**config.mk**
```make
export PLATFORM = sky130hd
export DESIGN_NAME = wrr_arbiter
export DESIGN_NICKNAME = d
export VERILOG_FILES = /design/src/wrr_pkg.sv /design/src/wrr_arbiter.sv /design/src/wrr_credit_counters.sv /design/src/wrr_grant_sel.sv /design/src/wrr_weight_regs.sv
export SDC_FILE = /design/constraint.sdc
export NUM_CORES = 1
export LEC_CHECK = 0
export BUFFER_PORTS_ARGS = -buffer_cell sky130_fd_sc_hd__buf_2
export CORE_MARGIN = 2
export CORE_UTILIZATION = 50
export DETAILED_ROUTE_END_ITERATION = 7
export GPL_ROUTABILITY_DRIVEN = 0
export GPL_TIMING_DRIVEN = 0
export PLACE_DENSITY = 0.83
export SLEW_MARGIN = 15
export SYNTH_ARGS = -nofsm -noshare
export SYNTH_HDL_FRONTEND = slang
export SYNTH_HIERARCHICAL = 1
export SYNTH_SLANG_ARGS = --single-unit
```
**constraint.sdc**
```tcl
create_clock -name clk -period 4.5 [get_ports clk]
set_input_delay 0.9 -clock clk [delete_from_list [all_inputs] [get_ports clk]]
set_output_delay 0.9 -clock clk [all_outputs]
set_load 0.01 [all_outputs]
```
**src/wrr_pkg.sv**
```systemverilog
package wrr_pkg;

   // requester count and weight width size every packed type below
   parameter int NUM_REQ  = 3;
   parameter int WEIGHT_W = 4;

   // width of the last-winner pointer
   parameter int PTR_W = $clog2(NUM_REQ);

   // one bit per requester, bit 0 is requester 0
   typedef logic [NUM_REQ-1:0] req_vec_t;

   // a single weight, also used for a credit count
   typedef logic [WEIGHT_W-1:0] weight_t;

   // index of a requester
   typedef logic [PTR_W-1:0] ptr_t;

   // Configuration seen by the credit counters and the grant logic.
   // weights[0] sits in the lowest bits.
   typedef struct packed
   {
      logic                    armed;    // first load seen
      logic                    update;   // one cycle after every load
      weight_t [NUM_REQ-1:0]   weights;
   } wrr_cfg_t;

   // arbiter stays idle until software has loaded weights once
   typedef enum logic
   {
      ST_IDLE  = 1'b0,
      ST_ARMED = 1'b1
   } arb_state_t;

   // weight of one requester out of a cfg word
   function automatic weight_t cfg_weight(input wrr_cfg_t cfg, input int idx);
      weight_t w;
      w = cfg.weights[idx];
      return w;
   endfunction

endpackage

```
**src/wrr_arbiter.sv**
```systemverilog
module wrr_arbiter
(
   input  logic                                        clk,
   input  logic                                        resetb,
   input  logic                                        cfg_load,
   input  wrr_pkg::weight_t [wrr_pkg::NUM_REQ-1:0]     cfg_weights,
   input  wrr_pkg::req_vec_t                           req,
   input  wrr_pkg::req_vec_t                           end_access,
   output wrr_pkg::req_vec_t                           gnt
);

   import wrr_pkg::*;

   wrr_cfg_t cfg;        // weights, armed and update
   req_vec_t take;       // credit spent this cycle
   req_vec_t eligible;   // credit left
   logic     refill;

   // software loaded weight registers
   wrr_weight_regs u_weight_regs
   (
      .clk         (clk),
      .resetb      (resetb),
      .cfg_load    (cfg_load),
      .cfg_weights (cfg_weights),
      .cfg         (cfg)
   );

   wrr_credit_counters u_credit_counters
   (
      .clk      (clk),
      .resetb   (resetb),
      .cfg      (cfg),
      .take     (take),
      .refill   (refill),
      .eligible (eligible)
   );

   // rotating pick among requesters with credit
   wrr_grant_sel u_grant_sel
   (
      .clk        (clk),
      .resetb     (resetb),
      .cfg        (cfg),
      .req        (req),
      .end_access (end_access),
      .eligible   (eligible),
      .gnt        (gnt),
      .take       (take),
      .refill     (refill)
   );

endmodule

```
**src/wrr_credit_counters.sv**
```systemverilog
module wrr_credit_counters
(
   input  logic                clk,
   input  logic                resetb,
   input  wrr_pkg::wrr_cfg_t   cfg,
   input  wrr_pkg::req_vec_t   take,
   input  logic                refill,
   output wrr_pkg::req_vec_t   eligible
);

   import wrr_pkg::*;

   weight_t [NUM_REQ-1:0] credit;
   weight_t [NUM_REQ-1:0] credit_nxt;
   logic                  reload;

   // new weights or an empty round both restart every counter
   assign reload = cfg.update | refill;

   always_comb
   begin
      for (int i = 0; i < NUM_REQ; i++)
      begin
         if (reload)
         begin
            credit_nxt[i] = cfg_weight(cfg, i);
         end
         else if (take[i])
         begin
            credit_nxt[i] = credit[i] - weight_t'(1);   // one grant spent
         end
         else
         begin
            credit_nxt[i] = credit[i];
         end
      end
   end

   always_ff @(posedge clk or negedge resetb)
   begin
      if (!resetb)
      begin
         credit <= '0;
      end
      else
      begin
         credit <= credit_nxt;
      end
   end

   // a requester may win while it still holds credit
   always_comb
   begin
      for (int i = 0; i < NUM_REQ; i++)
      begin
         eligible[i] = (credit[i] != '0);
      end
   end

endmodule

```
**src/wrr_grant_sel.sv**
```systemverilog
module wrr_grant_sel
(
   input  logic                clk,
   input  logic                resetb,
   input  wrr_pkg::wrr_cfg_t   cfg,
   input  wrr_pkg::req_vec_t   req,
   input  wrr_pkg::req_vec_t   end_access,
   input  wrr_pkg::req_vec_t   eligible,
   output wrr_pkg::req_vec_t   gnt,
   output wrr_pkg::req_vec_t   take,
   output logic                refill
);

   import wrr_pkg::*;

   arb_state_t state;
   arb_state_t state_nxt;
   req_vec_t   gnt_nxt;
   ptr_t       ptr;        // last winner
   ptr_t       ptr_nxt;
   req_vec_t   cand;
   req_vec_t   rel_cand;
   logic       decide;
   logic       hit;
   ptr_t       offset;
   ptr_t       win_idx;

   // requesters that may be granted right now
   assign cand = req & eligible;

   // bus is free, or the current owner is done
   assign decide = (state == ST_ARMED) &&
                   ((gnt == '0) || ((gnt & end_access) != '0));

   // rotate so that bit 0 is the requester after the last winner
   always_comb
   begin
      for (int j = 0; j < NUM_REQ; j++)
      begin
         rel_cand[j] = cand[(int'(ptr) + 1 + j) % NUM_REQ];
      end
   end

   // lowest set bit of the rotated vector wins
   always_comb
   begin
      hit    = 1'b0;
      offset = '0;
      for (int j = NUM_REQ - 1; j >= 0; j--)
      begin
         if (rel_cand[j])
         begin
            hit    = 1'b1;
            offset = ptr_t'(j);
         end
      end
   end

   // back to an absolute requester index
   assign win_idx = ptr_t'((int'(ptr) + 1 + int'(offset)) % NUM_REQ);

   always_comb
   begin
      state_nxt = state;
      case (state)
         ST_IDLE:
         begin
            if (cfg.armed)
            begin
               state_nxt = ST_ARMED;
            end
         end
         ST_ARMED:
         begin
            state_nxt = ST_ARMED;   // only reset leaves
         end
         default:
         begin
            state_nxt = ST_IDLE;
         end
      endcase
   end

   always_comb
   begin
      gnt_nxt = gnt;
      ptr_nxt = ptr;
      take    = '0;
      refill  = 1'b0;
      if (decide)
      begin
         if (hit)
         begin
            gnt_nxt = req_vec_t'(1) << win_idx;
            take    = req_vec_t'(1) << win_idx;   // spend the winner's credit
            ptr_nxt = win_idx;
         end
         else
         begin
            gnt_nxt = '0;
            refill  = 1'b1;   // nobody left with credit, start a new round
         end
      end
   end

   always_ff @(posedge clk or negedge resetb)
   begin
      if (!resetb)
      begin
         state <= ST_IDLE;
         gnt   <= '0;
         ptr   <= ptr_t'(NUM_REQ - 1);   // requester 0 searched first
      end
      else
      begin
         state <= state_nxt;
         gnt   <= gnt_nxt;
         ptr   <= ptr_nxt;
      end
   end

endmodule

```
**src/wrr_weight_regs.sv**
```systemverilog
module wrr_weight_regs
(
   input  logic                                        clk,
   input  logic                                        resetb,
   input  logic                                        cfg_load,
   input  wrr_pkg::weight_t [wrr_pkg::NUM_REQ-1:0]     cfg_weights,
   output wrr_pkg::wrr_cfg_t                           cfg
);

   import wrr_pkg::*;

   weight_t [NUM_REQ-1:0] weights_q;
   logic                  armed_q;
   logic                  update_q;

   // software visible weights, written by the load strobe
   always_ff @(posedge clk or negedge resetb)
   begin
      if (!resetb)
      begin
         weights_q <= '0;
      end
      else if (cfg_load)
      begin
         weights_q <= cfg_weights;
      end
   end

   // armed is sticky until reset
   always_ff @(posedge clk or negedge resetb)
   begin
      if (!resetb)
      begin
         armed_q <= 1'b0;
      end
      else if (cfg_load)
      begin
         armed_q <= 1'b1;
      end
   end

   // delayed strobe, tells the counters to reload
   always_ff @(posedge clk or negedge resetb)
   begin
      if (!resetb)
      begin
         update_q <= 1'b0;
      end
      else
      begin
         update_q <= cfg_load;
      end
   end

   always_comb
   begin
      cfg.armed   = armed_q;
      cfg.update  = update_q;
      cfg.weights = weights_q;
   end

endmodule
```
==> key figures, run 1 <==
Finish
  • Post-layout net count: 281
  • Post-route cell area: 2720 um^2
  • Area grow syn2layout: 33.1%
  • Share of cells above drive strength 1: 0.496
  • Ant diodes: 0

Hold path
  • Worst Hold Depth: 1
  • WHS Endpoint: u_weight_regs/armed_q
  • Hold path start: u_weight_regs/armed_q
  • Hold Path Class: flip-flop to flip-flop

Synthesis
  • Ys flop type: dfrtp_1
  • Synth top area cells: dfrtp_1 38%, ha_1 9.8%, mux2_4 7.3%
  • Synth area leader: dfrtp_1
  • Yosys reg bits: 32
  • Mapped Cells: 192
  • EDFF count, synth: 0
  • Share of the yosys chip area belonging to registers: 0.392
  • Async SR Flop Fraction: 1.00
  • Cell variety after synth: 37
  • Mapped Nets: 230
  • Syn avg cell area: 10.7 um^2
  • Synth top area share: 0.379
  • Top-count cell post-synth: dfrtp_1
  • Synthesized area: 2050 um^2
  • Synth top cells by count: 31 x dfrtp_1, 28 x nand2_1, 16 x ha_1
  • Yosys synthesis warning count: 6

Critical path
  • Critical Path AT: 4970 ps
  • R2R Setup Slk: -300 ps
  • Startpoint types: flip-flop
  • Worst R2R End: u_credit_counters/credit[11]
  • Crit Path Class: flip-flop to flip-flop
  • CP endpoint kind: flip-flop
  • Worst-path fanout max: 5
  • Critical Path RT: 4670 ps
  • FF-to-FF Start: u_grant_sel/ptr[1]
  • R2R cell count: 23

Placed design
  • DP HPWL: 2750 um
  • Number of port buffers: 23
  • DP Area: 2310 um^2

Floorplan
  • I/O Pins: 24
  • # rows: 23
  • Starting Density: 0.515
  • Core ar.: 3970 um^2
  • Die H: 68.0 um
  • Die area: 4620 um^2
  • Die width: 68.0 um

STA
  • Final min period: 4800 ps
  • Setup TNS: -2810 ps
  • Tcrit/Tclk final: 1.07
  • Fmax: 0.208 GHz
  • Setup-failing EPs final: 13
  • RSZ-0062 raised after global routing: yes
  • Max_slew headroom: 0.535
  • Max Slew Vio Count: 0
  • Worst slew pin tran: 697 ps
  • Worst setup margin: -304 ps
  • Clock skew: 3.88 ps
  • Hold Vio Cnt, Final: 0

CTS
  • H-tree levels: 2
  • Worst skew pair latency: 280 ps
  • CTS tree: done
  • Clock buffer depth: 2
  • Num CTS Buffers: 5
  • Clock sink total: 32
  • CTS root buffer: clkbuf_8
  • Clk slew on worst S/H paths: 60 ps

Detailed routing
  • DRC violations left: 0
  • Via count: 1581
  • Routed length per instance: 14.2 um
  • Routed Antenna Nets: 0
  • TritonRoute pass-1 iters: 4
  • Routed wire length: 4180 um
  • DR vias/cell: 5.38
  • DR iter-0 viols: 54

Global routing
  • Largest net degree at the start of global routing: 33
  • Initial antenna violation count: 0
  • GRT Resource Usage Total: 0.189
  • First-pass GRT wire length: 6460 um
  • Vias in the first global route: 1472
  • Gr ovfl total: 0

Status
  • Outcome: finished, violations left
  • Violated checks: negative setup slack

Flow run
  • Max_cap viols: 0
layer usage:
metal,vias up,GRT usage,share of wire
li1,767,-,-
met1,766,0.231,0.42
met2,38,0.326,0.52
met3,10,0.0477,0.042
met4,0,0.0600,0.019
met5,-,0,0
layout by cell type, fill, tap and decap left out, drive strengths merged, types with 2 or more instances in the layout:
cell type	instances
buf	50
dfrtp	31
nand2	28
o21ai	19
mux2	16
ha	16
inv	13
nor2	7
clkbuf	7
xnor2	7
nand3	6
a21oi	6
xor2	4
nor4b	3
nor2b	3
nor3	3
or2	3
nand2b	2
nand3b	2
o211ai	2
mux2i	2
o31ai	2
o32ai	2
through the flow:
| stage | cells | hold WS [ps] | util | setup slack, ps |
|---|---|---|---|---|
| floorplan | 192 | 438 | - | -175 |
| global placement | 265 | 456 | 0.583 | -632 |
| detailed placement | 265 | 459 | 0.583 | -707 |
| CTS | 285 | 476 | 0.639 | -306 |
| global route | 294 | 508 | 0.686 | -602 |
| finish | 294 | 475 | 0.686 | -304 |
worst max path at each step:
stage / startpoint / end / slack, ps / cells past startpoint
finish: u_grant_sel/ptr[1] / u_credit_counters/credit[11] / -300 / 23
global placement: req[0] / u_credit_counters/credit[11] / -630 / 22
floorplan: req[1] / u_credit_counters/credit[7] / -170 / 22
detailed placement: req[0] / u_credit_counters/credit[3] / -710 / 22
CTS: u_grant_sel/ptr[1] / u_credit_counters/credit[3] / -310 / 22
global route: u_grant_sel/ptr[1] / u_credit_counters/credit[3] / -600 / 23
flip-flops by register name, summed over array words and instances, names as in the netlist:
name and count:
u_credit_counters/credit 12, u_grant_sel/gnt 3, u_grant_sel/ptr 2, u_grant_sel/state 1
u_weight_regs/armed_q 1, u_weight_regs/cfg 12, u_weight_regs/update_q 1
area by class of cell:
cell class | count | area, um^2
Buffer | 6 | 53.8
Multi-Input combinational cell | 141 | 1380
Tap cell | 50 | 62.6
Clock inverter | 1 | 5.00
Timing Repair Buffer | 44 | 292
Sequential cell | 32 | 803
Clock buffer | 7 | 76.3
Inverter | 13 | 48.8
Fill cell | 300 | 1250
critical path, stage by stage (launching register included):
cell and delay (ps):
dfstp_2 580, ha_1 270, nand3_2 90, o21ai_1 100, o211ai_1 100, o32ai_1 150
ha_2 280, fa_2 220, or2b_4 270, buf_4 130, nand2_1 80, ha_1 180
inv_1 90, ha_1 280, inv_1 40, o32ai_2 230, nor2_1 70, a2111o_1 410
buf_4 180, xnor2_4 220, and3_4 260, nor4b_4 230, xnor2_2 160, o21ai_2 60
kinds of logic after synthesis:
family          share of synthesized area
compound gates                      0.126
xor+xnor                           0.0471
fa+ha+maj                           0.108
buf+inv                            0.0501
flops                               0.392
mux                                 0.116
simple gates                        0.161
timing repair:
item,in CTS,in global routing
gates cloned,0,0
resized for setup,12,21
hold buffers,0,0
endpoints found under the setup margin,16,17
setup buffers,12,9
pin swaps,13,14
Power of run 1 is not shown: default switching activity piles up to over one toggle a cycle in this logic, so the estimate is an artifact.
==> run 2: changes to the inputs <==
--- a/config.mk
+++ b/config.mk
@@ -8,10 +8,11 @@
 export BUFFER_PORTS_ARGS = -buffer_cell sky130_fd_sc_hd__buf_2
 export CORE_MARGIN = 2
 export CORE_UTILIZATION = 50
+export CTS_BUF_LIST = sky130_fd_sc_hd__clkbuf_2 sky130_fd_sc_hd__clkbuf_4 sky130_fd_sc_hd__clkbuf_8
 export DETAILED_ROUTE_END_ITERATION = 7
 export GPL_ROUTABILITY_DRIVEN = 0
 export GPL_TIMING_DRIVEN = 0
-export PLACE_DENSITY = 0.83
+export PLACE_DENSITY = 0.8
 export SLEW_MARGIN = 15
 export SYNTH_ARGS = -nofsm -noshare
 export SYNTH_HDL_FRONTEND = slang
==> constraint.sdc (replaced) <==
create_clock -name clk -period 5.76 [get_ports clk]
set_input_delay 1.152 -clock clk [delete_from_list [all_inputs] [get_ports clk]]
set_output_delay 1.152 -clock clk [all_outputs]
set_load 0.01 [all_outputs]
==> run 2 against run 1 <==
  * The flow now finishes without violations
  * Utilization is 9.6 points lower
  * Register-to-register slack better by 760 ps
  * Design area is 14% lower
  * Flip-flop and latch count stayed put
  * Non-clock buffer count is 21 lower
  * First-iteration DRC count is 22% lower
  * Setup slack better by 700 ps
  * Die area stayed put
  * Worst hold slack better by 6.4 ps
  * Count of clock-buffer cells in the layout is 1 higher
  * Global-route usage is 0.70 points lower
  * Critical path depth is 1 lower
  * Highest routed layer unchanged
==> key figures, run 2 (synthesized netlist as in run 1, its figures left out) <==
Status
  • Outcome: finished clean

STA
  • Setup-failing EPs final: 0 (-13)
  • Worst slew pin tran: 694 ps (-2.44 ps)
  • Setup TNS: 0 ps (+2810 ps)
  • Max_slew headroom: 0.537 (+0.00162)
  • Final min period: 5360 ps
  • Clock skew: 1.50 ps (-2.37 ps)
  • RSZ-0062 raised after global routing: no
  • Tcrit/Tclk final: 0.931
  • Max Slew Vio Count: 0 (unchanged)
  • Fmax: 0.186 GHz
  • Hold Vio Cnt, Final: 0 (unchanged)

Critical path
  • Critical Path RT: 5930 ps (+1260 ps)
  • Crit Path Class: input pin to flip-flop
  • Critical Path Most Common Cell: ha_1
  • Critical Path, Cell by Cell: buf_2 -> nand3_1 -> a21oi_1 -> nor3_1 -> nor2b_1 -> ha_1 -> a21oi_2 -> nor2b_1 -> ha_1 -> o21ai_0 -> nor2_1 -> inv_1 -> ha_1 -> inv_1 -> o32ai_2 -> nor2_1 -> a2111o_1 -> mux2_4 -> nor3_2 -> nor4b_4 -> xnor2_1 -> o21ai_2
  • Crit path max-delay cell type: a2111o_1
  • Crit path max-delay family: simple AND/OR/NAND/NOR gates
  • Buffers plus inverters on the worst setup path: 3 (-1)
  • Max incr delay on CP: 480 ps (-100 ps)
  • CP endpoint kind: flip-flop
  • Startpoint types: input pin
  • Worst Setup SP: req[2]
  • Critical Path AT: 5530 ps (+560 ps)
  • R2R Setup Slk: 460 ps (+760 ps)
  • Worst-path fanout max: 7 (+2)
  • FF-to-FF Start: u_grant_sel/ptr[0]

Detailed routing
  • Via count: 1463 (-7.5%)
  • Routed wire length: 3510 um (-16%)
  • Routed Antenna Nets: 0 (unchanged)
  • TritonRoute pass-1 iters: 4 (unchanged)
  • DR iter-0 viols: 42 (-22%)
  • DR vias/cell: 5.36 (-0.35%)
  • DRC violations left: 0 (unchanged)
  • Routed length per instance: 12.8 um (-9.6%)

Hold path
  • Hold Path Class: flip-flop to flip-flop
  • Hold path start: u_weight_regs/armed_q

Placed design
  • Number of port buffers: 23 (unchanged)
  • DP Area: 2220 um^2 (-3.9%)
  • DP HPWL: 2700 um (-1.9%)

CTS
  • Clk slew on worst S/H paths: 60 ps (about the same)
  • Post-CTS setup repair buffer count: 0 (-12)
  • Clock buffer depth: 2 (unchanged)
  • # hold bufs at CTS: 0 (unchanged)
  • Worst skew pair latency: 280 ps (about the same)
  • H-tree levels: 2 (unchanged)
  • Clock sink total: 32 (unchanged)
  • Resized cells post-CTS: 0 (-12)
  • Num CTS Buffers: 5 (unchanged)
  • CTS tree: done
  • CTS root buffer: clkbuf_8

Global routing
  • M1 GR Usage: 0.214 (-0.0173)
  • Met2 Usage GRT: 0.303 (-0.0231)
  • GR met3 Demand/Resource: 0.0444 (-0.00329)
  • GRT Resource Usage Total: 0.182 (-0.00704)
  • First-pass GRT wire length: 6170 um (-4.5%)
  • Vias in the first global route: 1464 (-0.54%)
  • Largest net degree at the start of global routing: 33 (unchanged)
  • Initial antenna violation count: 0 (unchanged)
  • Most used routing layer: met2
  • Gr ovfl total: 0 (unchanged)

Floorplan
  • I/O Pins: 24 (unchanged)
  • # rows: 23 (unchanged)
  • Die area: 4620 um^2 (unchanged)
  • Die H: 68.0 um (unchanged)
  • Starting Density: 0.515 (unchanged)
  • Die width: 68.0 um (unchanged)
  • Core ar.: 3970 um^2 (unchanged)

Finish
  • Register area: 802 um^2 (-0.16%)
  • Fill count: 343 (+14%)
  • Post-route cell area: 2340 um^2 (-14%)
  • Commonest non-fill, non-tap cell in the layout: dfrtp_1
  • Ant diodes: 0 (unchanged)
  • Share of cells above drive strength 1: 0.336 (-0.160)
  • Area grow syn2layout: 14.5%
  • Most frequent cells in the layout: 31 x dfrtp_1, 28 x nand2_1, 24 x buf_2
  • Multi-input logic area: 1160 um^2 (-16%)
  • Post-layout net count: 260 (-7.5%)

Flow run
  • Max_cap viols: 0 (unchanged)
-- run 2: cell types whose count changed in the layout (fill, tap and decap cells not counted), sizes merged --
cell / before / now
clkinv: 1 / 0
buf: 50 / 29
clkbuf: 7 / 8
-- run 2: stage by stage --
| step | std cells | setup WS (ps) | utilization | hold WS (ps) |
|---|---|---|---|---|
| 2_1_floorplan | 192 | 505 | - | 438 |
| 3_3_place_gp | 265 | -104 | 0.560 | 453 |
| 3_5_place_dp | 265 | -199 | 0.560 | 467 |
| 4_1_cts | 273 | 88.7 | 0.584 | 486 |
| 5_1_grt | 273 | 62.4 | 0.590 | 500 |
| 6_report | 273 | 397 | 0.590 | 482 |
-- run 2: layer usage --
layer	wire, um	share of wire
met3	137	0.039
met1	1460	0.42
met4	74	0.021
met2	1830	0.52
met5	0	0
-- run 2: cell type report --
| cell class | instances | area share |
|---|---|---|
| Sequential cell | 32 | 0.342 |
| Clock buffer | 8 | 0.0417 |
| Timing Repair Buffer | 23 | 0.0491 |
| Multi-Input combinational cell | 141 | 0.496 |
| Tap cell | 50 | 0.0267 |
| Inverter | 13 | 0.0208 |
| Buffer | 6 | 0.0230 |
-- run 2: worst paths after layout --
path / cells past startpoint / end
max: 22 / u_credit_counters/credit[7]
min: 1 / u_weight_regs/armed_q
max reg2reg: 23 / u_credit_counters/credit[7]
min reg2reg: 1 / u_weight_regs/armed_q
max in group asynchronous: 1 / u_credit_counters/credit[10]
min in group asynchronous: 1 / u_weight_regs/cfg[8]
-- run 2: worst reg2reg max path: cells and delay by family, from the launching register on --
family | cells | cell delay, ps
multiplexers | 1 | 380
AO/OA/AOI/OAI | 6 | 1240
buffers and inverters | 3 | 200
XOR/XNOR | 1 | 170
flip-flops | 1 | 370
AND/OR/NAND/NOR | 8 | 1610
adder cells (fa/ha/maj) | 4 | 1230
Power of run 2 is left out for the same reason.
